--- src/design/mm_pkg.sv ---
package mm_pkg;

    // matrix geometry
    localparam int N_DIM  = 4;                // square matrix dimension
    localparam int DATA_W = 8;                // unsigned operand element
    localparam int ACC_W  = 32;               // accumulator / result word

    // index widths derived from the dimension
    localparam int IDX_W     = (N_DIM > 1) ? $clog2(N_DIM) : 1;  // bank index and bank address
    localparam int RES_ADR_W = $clog2(N_DIM * N_DIM);            // result word address

    // serial receiver states
    typedef enum logic [1:0] {
        IDLE,   // line idle, hunting for a start edge
        START,  // voting on the start bit
        DATA,   // shifting in data bits, lsb first
        STOP    // checking the stop bit
    } rx_state_t;

    // job sequencing in the loader
    typedef enum logic [1:0] {
        LOAD_A,   // bytes 0..N*N-1, matrix a row-major
        LOAD_B,   // next N*N bytes, matrix b row-major
        COMPUTE,  // array is running, waiting for the drain
        DONE      // results final until the next byte
    } job_state_t;

endpackage

--- src/design/uart_rx.sv ---
module uart_rx import mm_pkg::*; #(
    parameter int CLKS_PER_TICK = 64,
    parameter int OVERSAMPLE    = 13,
    parameter int MAJ_LO        = 4,
    parameter int MAJ_HI        = 8
) (
    input  logic              uart_clk,
    input  logic              reset,
    input  logic              i_rx,
    output logic [DATA_W-1:0] o_byte,
    output logic              o_byte_valid
);
    localparam int DIV_W  = (CLKS_PER_TICK > 1) ? $clog2(CLKS_PER_TICK) : 1;
    localparam int SMP_W  = $clog2(OVERSAMPLE);
    localparam int VOTE_N = MAJ_HI - MAJ_LO + 1;   // samples in the vote window
    localparam int ONES_W = $clog2(VOTE_N + 1);
    localparam int BIT_W  = $clog2(DATA_W);

    logic [DIV_W-1:0]  div_cnt;   // oversample tick divider
    logic              tick;
    logic [1:0]        rx_sync;   // two-flop synchronizer, [1] is the safe copy
    rx_state_t         state;
    logic [SMP_W-1:0]  smp_cnt;   // sample position inside the current bit
    logic [ONES_W-1:0] ones;      // high samples seen inside the window so far
    logic [ONES_W-1:0] ones_nxt;
    logic              in_win;
    logic              bit_val;   // majority decision for the current bit
    logic              bit_end;
    logic [BIT_W-1:0]  bit_idx;
    logic [DATA_W-1:0] shift;

    always_ff @(posedge uart_clk) begin
        if (reset || tick)
            div_cnt <= '0;
        else
            div_cnt <= div_cnt + 1'b1;
    end
    assign tick = (div_cnt == DIV_W'(CLKS_PER_TICK - 1));

    always_ff @(posedge uart_clk) begin
        if (reset)
            rx_sync <= 2'b11;                  // line idles high
        else
            rx_sync <= {rx_sync[0], i_rx};
    end

    // vote bookkeeping, only meaningful outside idle
    assign in_win   = (smp_cnt >= SMP_W'(MAJ_LO)) && (smp_cnt <= SMP_W'(MAJ_HI));
    assign ones_nxt = ones + ONES_W'(in_win && rx_sync[1]);
    assign bit_val  = (ones_nxt > ONES_W'(VOTE_N / 2));
    assign bit_end  = (smp_cnt == SMP_W'(OVERSAMPLE - 1));

    always_ff @(posedge uart_clk) begin
        if (reset) begin
            state        <= IDLE;
            smp_cnt      <= '0;
            ones         <= '0;
            bit_idx      <= '0;
            o_byte_valid <= 1'b0;
        end else begin
            o_byte_valid <= 1'b0;              // single-cycle strobe
            if (tick) begin
                if (state == IDLE) begin
                    smp_cnt <= SMP_W'(1);      // the detecting tick is sample 0
                    ones    <= '0;
                    if (!rx_sync[1])
                        state <= START;
                end else if (bit_end) begin
                    smp_cnt <= '0;
                    ones    <= '0;
                    case (state)
                        START: begin
                            bit_idx <= '0;
                            state   <= bit_val ? IDLE : DATA;  // glitch, not a start bit
                        end
                        DATA: begin
                            bit_idx <= bit_idx + 1'b1;
                            if (bit_idx == BIT_W'(DATA_W - 1))
                                state <= STOP;
                        end
                        STOP: begin
                            o_byte_valid <= bit_val;  // framing error drops the byte
                            state        <= IDLE;
                        end
                        default: state <= IDLE;
                    endcase
                end else begin
                    smp_cnt <= smp_cnt + 1'b1;
                    ones    <= ones_nxt;
                end
            end
        end
    end

    // data path, lsb arrives first so shift in from the top
    always_ff @(posedge uart_clk) begin
        if (tick && bit_end && state == DATA)
            shift <= {bit_val, shift[DATA_W-1:1]};
        if (tick && bit_end && state == STOP)
            o_byte <= shift;
    end

endmodule

--- src/design/matrix_loader.sv ---
module matrix_loader import mm_pkg::*; (
    input  logic              uart_clk,
    input  logic              reset,
    input  logic [DATA_W-1:0] i_byte,
    input  logic              i_byte_valid,
    input  logic              i_stream_end,
    output logic              o_wr_en,
    output logic              o_wr_sel_b,   // 0 = a bank, 1 = b bank
    output logic [IDX_W-1:0]  o_wr_bank,
    output logic [IDX_W-1:0]  o_wr_addr,
    output logic [DATA_W-1:0] o_wr_data,
    output logic              o_start,
    output logic              o_done
);
    localparam int LAST       = N_DIM * N_DIM - 1;
    localparam int DRAIN_W    = $clog2(2 * N_DIM);
    localparam int DRAIN_LAST = 2 * N_DIM - 2;   // 2n-1 cycles after stream end

    job_state_t           state;
    logic [RES_ADR_W-1:0] cnt;          // element index inside the current matrix
    logic                 cnt_last;
    logic                 draining;
    logic [DRAIN_W-1:0]   drain_cnt;

    assign cnt_last = (cnt == RES_ADR_W'(LAST));
    assign o_done   = (state == DONE);

    always_ff @(posedge uart_clk) begin
        if (reset) begin
            state     <= LOAD_A;
            cnt       <= '0;
            o_wr_en   <= 1'b0;
            o_start   <= 1'b0;
            draining  <= 1'b0;
            drain_cnt <= '0;
        end else begin
            o_wr_en <= 1'b0;
            o_start <= (state == COMPUTE) && o_wr_en;   // the last b write is under way
            case (state)
                LOAD_A, DONE: if (i_byte_valid) begin   // a byte in DONE starts a new job
                    o_wr_en <= 1'b1;
                    cnt     <= cnt_last ? '0 : cnt + 1'b1;
                    state   <= cnt_last ? LOAD_B : LOAD_A;
                end
                LOAD_B: if (i_byte_valid) begin
                    o_wr_en <= 1'b1;
                    cnt     <= cnt_last ? '0 : cnt + 1'b1;
                    if (cnt_last)
                        state <= COMPUTE;
                end
                COMPUTE: begin
                    if (i_stream_end) begin
                        draining  <= 1'b1;
                        drain_cnt <= '0;
                    end else if (draining) begin
                        drain_cnt <= drain_cnt + 1'b1;
                        if (drain_cnt == DRAIN_W'(DRAIN_LAST)) begin
                            draining <= 1'b0;
                            state    <= DONE;
                        end
                    end
                end
                default: state <= LOAD_A;
            endcase
        end
    end

    // a is stored by row, b by column
    always_ff @(posedge uart_clk) begin
        if (i_byte_valid) begin
            o_wr_data  <= i_byte;
            o_wr_sel_b <= (state == LOAD_B);
            o_wr_bank  <= (state == LOAD_B) ? IDX_W'(cnt % N_DIM) : IDX_W'(cnt / N_DIM);
            o_wr_addr  <= (state == LOAD_B) ? IDX_W'(cnt / N_DIM) : IDX_W'(cnt % N_DIM);
        end
    end

endmodule

--- src/design/operand_skew_buffer.sv ---
module operand_skew_buffer import mm_pkg::*; (
    input  logic                      uart_clk,
    input  logic                      reset,
    input  logic                      i_wr_en,
    input  logic                      i_wr_sel_b,
    input  logic [IDX_W-1:0]          i_wr_bank,
    input  logic [IDX_W-1:0]          i_wr_addr,
    input  logic [DATA_W-1:0]         i_wr_data,
    input  logic                      i_start,
    output logic [N_DIM*DATA_W-1:0]   o_a_west,    // row i in slice i
    output logic [N_DIM*DATA_W-1:0]   o_b_north,   // column j in slice j
    output logic                      o_clear,
    output logic                      o_stream_end
);
    localparam int STEPS  = 3 * N_DIM - 2;
    localparam int STEP_W = $clog2(STEPS);

    logic [DATA_W-1:0] a_bank [N_DIM][N_DIM];   // [row][k]
    logic [DATA_W-1:0] b_bank [N_DIM][N_DIM];   // [col][k]
    logic              streaming;
    logic [STEP_W-1:0] step;

    always_ff @(posedge uart_clk) begin
        if (i_wr_en && !i_wr_sel_b)
            a_bank[i_wr_bank][i_wr_addr] <= i_wr_data;
        if (i_wr_en && i_wr_sel_b)
            b_bank[i_wr_bank][i_wr_addr] <= i_wr_data;
    end

    // step counter, first step the cycle after start
    always_ff @(posedge uart_clk) begin
        if (reset) begin
            streaming    <= 1'b0;
            step         <= '0;
            o_stream_end <= 1'b0;
        end else begin
            o_stream_end <= streaming && (step == STEP_W'(STEPS - 1));
            if (i_start) begin
                streaming <= 1'b1;
                step      <= '0;
            end else if (streaming) begin
                step <= step + 1'b1;
                if (step == STEP_W'(STEPS - 1))
                    streaming <= 1'b0;
            end
        end
    end

    assign o_clear = streaming && (step == '0);   // lines up with step 0

    // lane i is delayed by i steps, zero outside the valid k range
    always_comb begin
        for (int i = 0; i < N_DIM; i++) begin
            o_a_west[i*DATA_W +: DATA_W]  = '0;
            o_b_north[i*DATA_W +: DATA_W] = '0;
            if (streaming && (step >= i) && (step < i + N_DIM)) begin
                o_a_west[i*DATA_W +: DATA_W]  = a_bank[i][IDX_W'(step - i)];
                o_b_north[i*DATA_W +: DATA_W] = b_bank[i][IDX_W'(step - i)];
            end
        end
    end

endmodule

--- src/design/mac_pe.sv ---
module mac_pe import mm_pkg::*; (
    input  logic              uart_clk,
    input  logic              reset,
    input  logic              i_clear,
    input  logic [DATA_W-1:0] i_a,
    input  logic [DATA_W-1:0] i_b,
    output logic [DATA_W-1:0] o_a,     // to the east neighbour
    output logic [DATA_W-1:0] o_b,     // to the south neighbour
    output logic [ACC_W-1:0]  o_acc
);
    logic [2*DATA_W-1:0] prod;

    assign prod = i_a * i_b;   // full-width unsigned product

    always_ff @(posedge uart_clk) begin
        if (reset) begin
            o_a   <= '0;
            o_b   <= '0;
            o_acc <= '0;
        end else begin
            o_a <= i_a;
            o_b <= i_b;
            // clear loads instead of adding, so k = 0 is kept
            if (i_clear)
                o_acc <= ACC_W'(prod);
            else
                o_acc <= o_acc + ACC_W'(prod);
        end
    end

endmodule

--- src/design/systolic_array.sv ---
module systolic_array import mm_pkg::*; (
    input  logic                          uart_clk,
    input  logic                          reset,
    input  logic                          i_clear,
    input  logic [N_DIM*DATA_W-1:0]       i_a_west,
    input  logic [N_DIM*DATA_W-1:0]       i_b_north,
    output logic [N_DIM*N_DIM*ACC_W-1:0]  o_c          // row-major, word i*n+j
);
    logic [DATA_W-1:0]    a_in [N_DIM][N_DIM];   // operand entering cell (i,j) from the west
    logic [DATA_W-1:0]    b_in [N_DIM][N_DIM];   // operand entering cell (i,j) from the north
    logic [2*N_DIM-3:0]   clear_q;                // bit d-1 is clear delayed by d cycles

    // cell (i,j) sees k = 0 at step i+j
    always_ff @(posedge uart_clk) begin
        if (reset)
            clear_q <= '0;
        else
            clear_q <= {clear_q[2*N_DIM-4:0], i_clear};
    end

    for (genvar i = 0; i < N_DIM; i++) begin : g_row
        assign a_in[i][0] = i_a_west[i*DATA_W +: DATA_W];
        assign b_in[0][i] = i_b_north[i*DATA_W +: DATA_W];

        for (genvar j = 0; j < N_DIM; j++) begin : g_col
            logic [DATA_W-1:0] a_out;
            logic [DATA_W-1:0] b_out;
            logic              pe_clear;

            if (i + j == 0) begin : g_clr0
                assign pe_clear = i_clear;
            end else begin : g_clrd
                assign pe_clear = clear_q[i+j-1];
            end

            if (j < N_DIM - 1) begin : g_east
                assign a_in[i][j+1] = a_out;
            end
            if (i < N_DIM - 1) begin : g_south
                assign b_in[i+1][j] = b_out;
            end

            mac_pe u_pe (
                .uart_clk (uart_clk),
                .reset    (reset),
                .i_clear  (pe_clear),
                .i_a      (a_in[i][j]),
                .i_b      (b_in[i][j]),
                .o_a      (a_out),
                .o_b      (b_out),
                .o_acc    (o_c[(i*N_DIM+j)*ACC_W +: ACC_W])
            );
        end
    end

endmodule

--- src/design/result_wb_slave.sv ---
module result_wb_slave import mm_pkg::*; (
    input  logic                          uart_clk,
    input  logic                          reset,
    input  logic [N_DIM*N_DIM*ACC_W-1:0]  i_c,
    input  logic                          i_wb_cyc,
    input  logic                          i_wb_stb,
    input  logic                          i_wb_we,
    input  logic [RES_ADR_W-1:0]          i_wb_adr,
    output logic [ACC_W-1:0]              o_wb_dat,
    output logic                          o_wb_ack
);
    logic req;

    // new request only when the previous ack has gone
    assign req = i_wb_cyc && i_wb_stb && !o_wb_ack;

    always_ff @(posedge uart_clk) begin
        if (reset)
            o_wb_ack <= 1'b0;
        else
            o_wb_ack <= req;   // one cycle, reads and writes alike
    end

    // nothing is writable, a write only gets its ack
    always_ff @(posedge uart_clk) begin
        if (req && !i_wb_we)
            o_wb_dat <= i_c[i_wb_adr*ACC_W +: ACC_W];
    end

endmodule

--- src/design/mm_uart_top.sv ---
module mm_uart_top import mm_pkg::*; #(
    parameter int CLKS_PER_TICK = 64,
    parameter int OVERSAMPLE    = 13,
    parameter int MAJ_LO        = 4,
    parameter int MAJ_HI        = 8
) (
    input  logic                 uart_clk,
    input  logic                 reset,
    input  logic                 i_uart_rx,
    input  logic                 i_wb_cyc,
    input  logic                 i_wb_stb,
    input  logic                 i_wb_we,
    input  logic [RES_ADR_W-1:0] i_wb_adr,
    output logic [ACC_W-1:0]     o_wb_dat,
    output logic                 o_wb_ack,
    output logic                 o_done
);
    logic [DATA_W-1:0]               rx_byte;
    logic                            rx_valid;
    logic                            wr_en;
    logic                            wr_sel_b;
    logic [IDX_W-1:0]                wr_bank;
    logic [IDX_W-1:0]                wr_addr;
    logic [DATA_W-1:0]               wr_data;
    logic                            start;
    logic                            stream_end;
    logic                            clear;
    logic [N_DIM*DATA_W-1:0]         a_west;
    logic [N_DIM*DATA_W-1:0]         b_north;
    logic [N_DIM*N_DIM*ACC_W-1:0]    c_flat;

    uart_rx #(
        .CLKS_PER_TICK (CLKS_PER_TICK),
        .OVERSAMPLE    (OVERSAMPLE),
        .MAJ_LO        (MAJ_LO),
        .MAJ_HI        (MAJ_HI)
    ) u_rx (
        .uart_clk (uart_clk), .reset (reset), .i_rx (i_uart_rx),
        .o_byte (rx_byte), .o_byte_valid (rx_valid)
    );

    matrix_loader u_loader (
        .uart_clk (uart_clk), .reset (reset),
        .i_byte (rx_byte), .i_byte_valid (rx_valid), .i_stream_end (stream_end),
        .o_wr_en (wr_en), .o_wr_sel_b (wr_sel_b), .o_wr_bank (wr_bank),
        .o_wr_addr (wr_addr), .o_wr_data (wr_data),
        .o_start (start), .o_done (o_done)
    );

    operand_skew_buffer u_skew (
        .uart_clk (uart_clk), .reset (reset),
        .i_wr_en (wr_en), .i_wr_sel_b (wr_sel_b), .i_wr_bank (wr_bank),
        .i_wr_addr (wr_addr), .i_wr_data (wr_data), .i_start (start),
        .o_a_west (a_west), .o_b_north (b_north),
        .o_clear (clear), .o_stream_end (stream_end)
    );

    systolic_array u_array (
        .uart_clk (uart_clk), .reset (reset), .i_clear (clear),
        .i_a_west (a_west), .i_b_north (b_north), .o_c (c_flat)
    );

    result_wb_slave u_wb (
        .uart_clk (uart_clk), .reset (reset), .i_c (c_flat),
        .i_wb_cyc (i_wb_cyc), .i_wb_stb (i_wb_stb), .i_wb_we (i_wb_we),
        .i_wb_adr (i_wb_adr), .o_wb_dat (o_wb_dat), .o_wb_ack (o_wb_ack)
    );

endmodule

--- config.mk ---
export PLATFORM = sky130hd
export DESIGN_NAME = mm_uart_top
export DESIGN_NICKNAME = d
export VERILOG_FILES = /design/src/design/mm_pkg.sv /design/src/design/uart_rx.sv /design/src/design/matrix_loader.sv /design/src/design/operand_skew_buffer.sv /design/src/design/mac_pe.sv /design/src/design/systolic_array.sv /design/src/design/result_wb_slave.sv /design/src/design/mm_uart_top.sv
export SDC_FILE = /design/constraint.sdc
export NUM_CORES = 2
export LEC_CHECK = 0
export BUFFER_PORTS_ARGS = -buffer_cell sky130_fd_sc_hd__buf_4
export CAP_MARGIN = 40
export CELL_PAD_IN_SITES_DETAIL_PLACEMENT = 1
export CELL_PAD_IN_SITES_GLOBAL_PLACEMENT = 1
export CORE_ASPECT_RATIO = 1.4
export CORE_MARGIN = 8
export CORE_UTILIZATION = 53
export CTS_BUF_LIST = sky130_fd_sc_hd__clkbuf_2
export CTS_CLUSTER_SIZE = 14
export DETAILED_ROUTE_END_ITERATION = 16
export PLACE_DENSITY_LB_ADDON = 0.3
export SYNTH_ARGS = -nofsm -noshare
export SYNTH_HDL_FRONTEND = slang
export SYNTH_SLANG_ARGS = --single-unit
--- constraint.sdc ---
create_clock -name uart_clk -period 10.25 [get_ports uart_clk]
set_input_delay 1.5375 -clock uart_clk [delete_from_list [all_inputs] [get_ports uart_clk]]
set_output_delay 1.5375 -clock uart_clk [all_outputs]
set_load 0.02 [all_outputs]
==> results.md <==
| Step | Result | This run |
| --- | --- | --- |
| global route | Number of global-route vias before repair | 75700 |
| power | Maximum ir drop on the vdd rail | 121 µV |
| clocking | Sink count of the clock tree | 1067 |
| clocking | Maximum level of the CTS H-tree | 5 |
| finish | Final net count | 10600 |
| sta | Worst Max-Slew Pin Slew | 1.31 ns |
| detailed routing | Overall via count from detail_route | 69100 |
| floorplan | Die W | 357 µm |
| sta | Unrepaired setup endpoints after global routing | no |
| min path | Hold Crit Class | input pin to flop |
| floorplan | Top-Level Pins | 44 |
| placed design | HPWL after detailed placement | 223000 µm |
| clocking | Clock Latency Late Sink | 1.87 ns |
| clocking | Clock slew seen by the registers of the worst setup and hold paths | 0.12 ns |
| setup path | Crit-path max FO | 29 |
| setup path | Crit-path slowest cell | sky130_fd_sc_hd__ha_1 |
| synth | Fraction of synthesized cell area taken by the top area cell type | 17.4% |
| synth | Synthesized area | 86200 µm² |
| finish | Share of post-route cells with drive strength above 1 | 9.46% |
| clocking | Buffer count from post-CTS setup fixing | 0 |
| synth | Ranking of synthesized cells by area | sky130_fd_sc_hd__dfxtp_1 (17%), sky130_fd_sc_hd__fa_1 (14%), sky130_fd_sc_hd__ha_1 (13%), sky130_fd_sc_hd__edfxtp_1 (11%), sky130_fd_sc_hd__mux4_2 (5.8%) |
| global route | Wire length of the first global-routing pass | 428000 µm |
| floorplan | Effective utilization at floorplan | 53.2% |
| sta | Achievable frequency | 113 MHz |
| detailed routing | Residual DRC | 0 |
| sta | Final clock skew | 0.165 ns |
| job | Max-cap check violation count | 0 |
| power | Power density cells | 83.1 nW/µm² |
| synth | Net count after synthesis | 10500 |
| clocking | Buffer depth of the longest clock path | 4 |
| detailed routing | Number of optimization iterations in the first detailed-route pass | 7 |
| synth | Number of flops mapped to enable cells by yosys | 317 |
| setup path | Type of the setup path with the least slack | flop to flop |
| clocking | Root cell of the clock tree | sky130_fd_sc_hd__clkbuf_2 |
| setup path | Data arrival at the endpoint of the critical path | 10.59 ns |
| setup path | Startpoint of the most critical setup path | u_skew.step[0] |
| detailed routing | Residual antenna-violating net count after detailed routing | 0 |
| floorplan | Floorplan core area | 162000 µm² |
| global route | Pin count of the biggest net entering global routing | 162 |
| global route | GRT Total Usage | 31.2% |
| setup path | Critical register-to-register path endpoint | u_array.g_row[0].g_col[3].u_pe.o_acc[20] |
| synth | Post-synth top flop | sky130_fd_sc_hd__dfxtp_1 |
| floorplan | Floorplan die area | 176000 µm² |
| setup path | Capturing element type of the critical path | flop |
| setup path | Critical path depth in cells | 30 |
| floorplan | Total number of placement rows | 175 |
| detailed routing | Average routed wire per standard cell | 24.3 µm |
| synth | Mapped Avg Cell Area | 9.57 µm² |
| synth | Top cell type by total area after synthesis | sky130_fd_sc_hd__dfxtp_1 |
| synth | Synth async-reset ratio | 0% |
| sta | Hold slack | 0.283 ns |
| sta | Sum Neg Setup Slack | 0 ns |
| finish | Layout Area Growth over Synthesis | 6.10% |
| finish | Most frequent cells in the layout | sky130_fd_sc_hd__inv_1 (876), sky130_fd_sc_hd__ha_1 (863), sky130_fd_sc_hd__nand2_1 (780), sky130_fd_sc_hd__dfxtp_1 (746), sky130_fd_sc_hd__nor2_1 (714) |
| setup path | Setup slack, reg-to-reg | 1.39 ns |
| synth | Count of state elements after synthesis | 1067 |
| detailed routing | Wire length after detailed routing | 279000 µm |
| setup path | Category of the worst setup path launch point | flop |
| synth | Count of cell types in the netlist | 98 |
| setup path | Required time at the endpoint of the critical path | 11.98 ns |
| sta | Final worst path period share | 86.5% |
| detailed routing | DR iter-0 viols | 4049 |
| synth | Warning count from the yosys run | 0 |
| clocking | Number of CTS-inserted buffers | 295 |
| finish | Commonest non-fill, non-tap cell in the layout | sky130_fd_sc_hd__inv_1 |
| synth | Cell count after synthesis | 9006 |
| setup path | Startpoint of the lowest-slack register-to-register path | u_skew.step[0] |
| sta | Final Max Slew Viols | 0 |
| sta | Slew margin rel. | 12.5% |
| outcome | Run status | completed |
| setup path | Depth of the worst register-to-register path | 30 |
| clocking | TritonCTS clock tree | yes |
| sta | Setup violations, final | 0 |
| setup path | Highest cell delay on the worst timing path | 0.84 ns |
| floorplan | Floorplan die height | 493 µm |
| power | Leak Pwr | 0.0419 µW |
| setup path | Cell family with the largest share of critical-path delay | adder cells |
| sta | Final hold violation count | 0 |
| placed design | Routability Congestion | 0.954 |
| global route | Sum of overflow across all layers after global routing | 0 |
| synth | Sequential area share after synthesis | 28.5% |
| setup path | Number of buffers and inverters on the critical path | 8 |
| global route | Initial antenna violation count | 17 |
| sta | Final period demand of the worst path | 8.86 ns |
| power | Final Total Pwr | 7610 µW |
| detailed routing | Via/cell ratio | 6.02 |
| setup path | Most frequent cell on the critical path | sky130_fd_sc_hd__inv_1 |
| setup path | Timing endpoint of the critical path | u_array.g_row[0].g_col[3].u_pe.o_acc[20] |
| placed design | IO buf count | 43 |
==> metal layers <==
metal | global-route usage, % | part of all wire, % | up-vias
met2 | 54.5 | 50 | 1948
met1 | 34.2 | 37 | 35300
met3 | 4.56 | 4.9 | 793
li1 | - | - | 31100
met4 | 23.4 | 8.7 | 4
met5 | 0 | 0.0097 | -
==> registers in the layout (all words and copies together), names as in the netlist, 4 cells and up <==
name,count
u_loader.cnt,4
u_array.clear_q,6
u_loader.o_wr_data,8
u_rx.div_cnt,6
u_wb.o_wb_dat,32
u_skew.a_bank,128
u_rx.shift,8
u_rx.smp_cnt,4
u_skew.b_bank,128
u_array.g_row.g_col.u_pe.o_acc,512
u_array.g_row.g_col.u_pe.o_b,96
u_skew.step,4
u_rx.o_byte,8
u_array.g_row.g_col.u_pe.o_a,96
==> what timing repair did <==
item                                   in CTS  in global routing
hold buffers                                5                  0
gates resized for setup                     0                  0
endpoints found under the hold margin      19                  0
==> how the worst min path moves through the flow <==
stage,start,end,slack [ns],cells after the start
detailed placement,u_rx.rx_sync[0],u_rx.rx_sync[1],0.40,1
global route,i_wb_stb,u_wb.o_wb_dat[7],0.13,3
CTS,i_wb_stb,u_wb.o_wb_dat[2],0.12,3
floorplan,u_rx.rx_sync[0],u_rx.rx_sync[1],0.39,1
global placement,u_rx.rx_sync[0],u_rx.rx_sync[1],0.40,1
finish,i_wb_stb,u_wb.o_wb_dat[2],0.28,3
==> worst reg2reg max path: cells and delay by family (launching register included) <==
kind            cells  cell delay (ns)
buf+inv             8             1.40
xor+xnor            2             0.31
simple gates        6             0.94
compound gates      6             1.65
flops               1             0.62
mux                 1             0.34
fa+ha+maj           7             3.56
==> per-stage QoR <==
stage / utilization [%] / cells / cell area (µm²) / setup slack (ns)
2_1_floorplan: - / 9006 / 86200 / 1.99
3_5_place_dp: 54.9 / 11000 / 88900 / 1.36
4_1_cts: 56.4 / 11400 / 91400 / 1.36
6_report: 56.5 / 11500 / 91500 / 1.39
3_3_place_gp: 54.6 / 10900 / 88500 / 1.09
5_1_grt: 56.5 / 11500 / 91500 / 0.855
==> where the power goes <==
group	internal (µW)	leakage [µW]	switching (µW)
logic	51.8	0.0311	126
clock network	1140	0.00193	1970
registers	4320	0.00891	3.62
==> cells by family after synthesis <==
| kind of cell | after synthesis | synth area share [%] |
|---|---|---|
| AOI/OAI and AO/OA | 1384 | 10.2 |
| xor gates and xnor gates | 549 | 5.58 |
| adders and majority gates | 1455 | 26.3 |
| buffers and inverters | 1186 | 5.23 |
| DFF | 1067 | 28.5 |
| muxes | 281 | 6.48 |
| and+or+nand+nor | 3084 | 17.8 |
==> layout make-up <==
| cell class | count | area [µm²] |
|---|---|---|
| Antenna cell | 32 | 80.1 |
| Clock buffer | 418 | 2090 |
| Clock inverter | 73 | 350 |
| Fill cell | 18600 | 70500 |
| Inverter | 879 | 3300 |
| Multi-Input combinational cell | 6753 | 57200 |
| Sequential cell | 1067 | 24500 |
| Tap cell | 2124 | 2660 |
| Timing Repair Buffer | 134 | 1240 |
==> cells in the mapped netlist, types with 8 or more instances <==
master	count
sky130_fd_sc_hd__inv_1	877
sky130_fd_sc_hd__ha_1	863
sky130_fd_sc_hd__nand2_1	781
sky130_fd_sc_hd__dfxtp_1	750
sky130_fd_sc_hd__nor2_1	716
sky130_fd_sc_hd__and2_1	692
sky130_fd_sc_hd__fa_1	592
sky130_fd_sc_hd__a21oi_1	507
sky130_fd_sc_hd__xnor2_1	346
sky130_fd_sc_hd__edfxtp_1	317
sky130_fd_sc_hd__o21ai_0	262
sky130_fd_sc_hd__clkbuf_1	256
sky130_fd_sc_hd__mux4_2	221
sky130_fd_sc_hd__xor2_1	203
sky130_fd_sc_hd__nor2b_1	167
sky130_fd_sc_hd__nor3_1	156
sky130_fd_sc_hd__and3_1	152
sky130_fd_sc_hd__nand3_1	141
sky130_fd_sc_hd__a21o_1	121
sky130_fd_sc_hd__or3_1	93
sky130_fd_sc_hd__a211oi_1	71
sky130_fd_sc_hd__o21bai_1	58
sky130_fd_sc_hd__nand4_1	55
sky130_fd_sc_hd__mux2i_1	53
sky130_fd_sc_hd__o21a_1	52
sky130_fd_sc_hd__o211ai_1	41
sky130_fd_sc_hd__a22o_1	39
sky130_fd_sc_hd__nand2b_1	33
sky130_fd_sc_hd__a31oi_1	32
sky130_fd_sc_hd__buf_1	31
sky130_fd_sc_hd__or2_2	21
sky130_fd_sc_hd__o31ai_1	18
sky130_fd_sc_hd__a31o_2	16
sky130_fd_sc_hd__a41oi_1	16
sky130_fd_sc_hd__a41o_1	14
sky130_fd_sc_hd__nor3b_1	14
sky130_fd_sc_hd__buf_2	13
sky130_fd_sc_hd__o41ai_1	13
sky130_fd_sc_hd__nand4b_1	12
sky130_fd_sc_hd__o21ai_1	12
sky130_fd_sc_hd__and4_1	11
sky130_fd_sc_hd__nand3b_1	9
sky130_fd_sc_hd__or4_1	8
Note: power is estimated with default switching activity, not from simulation.
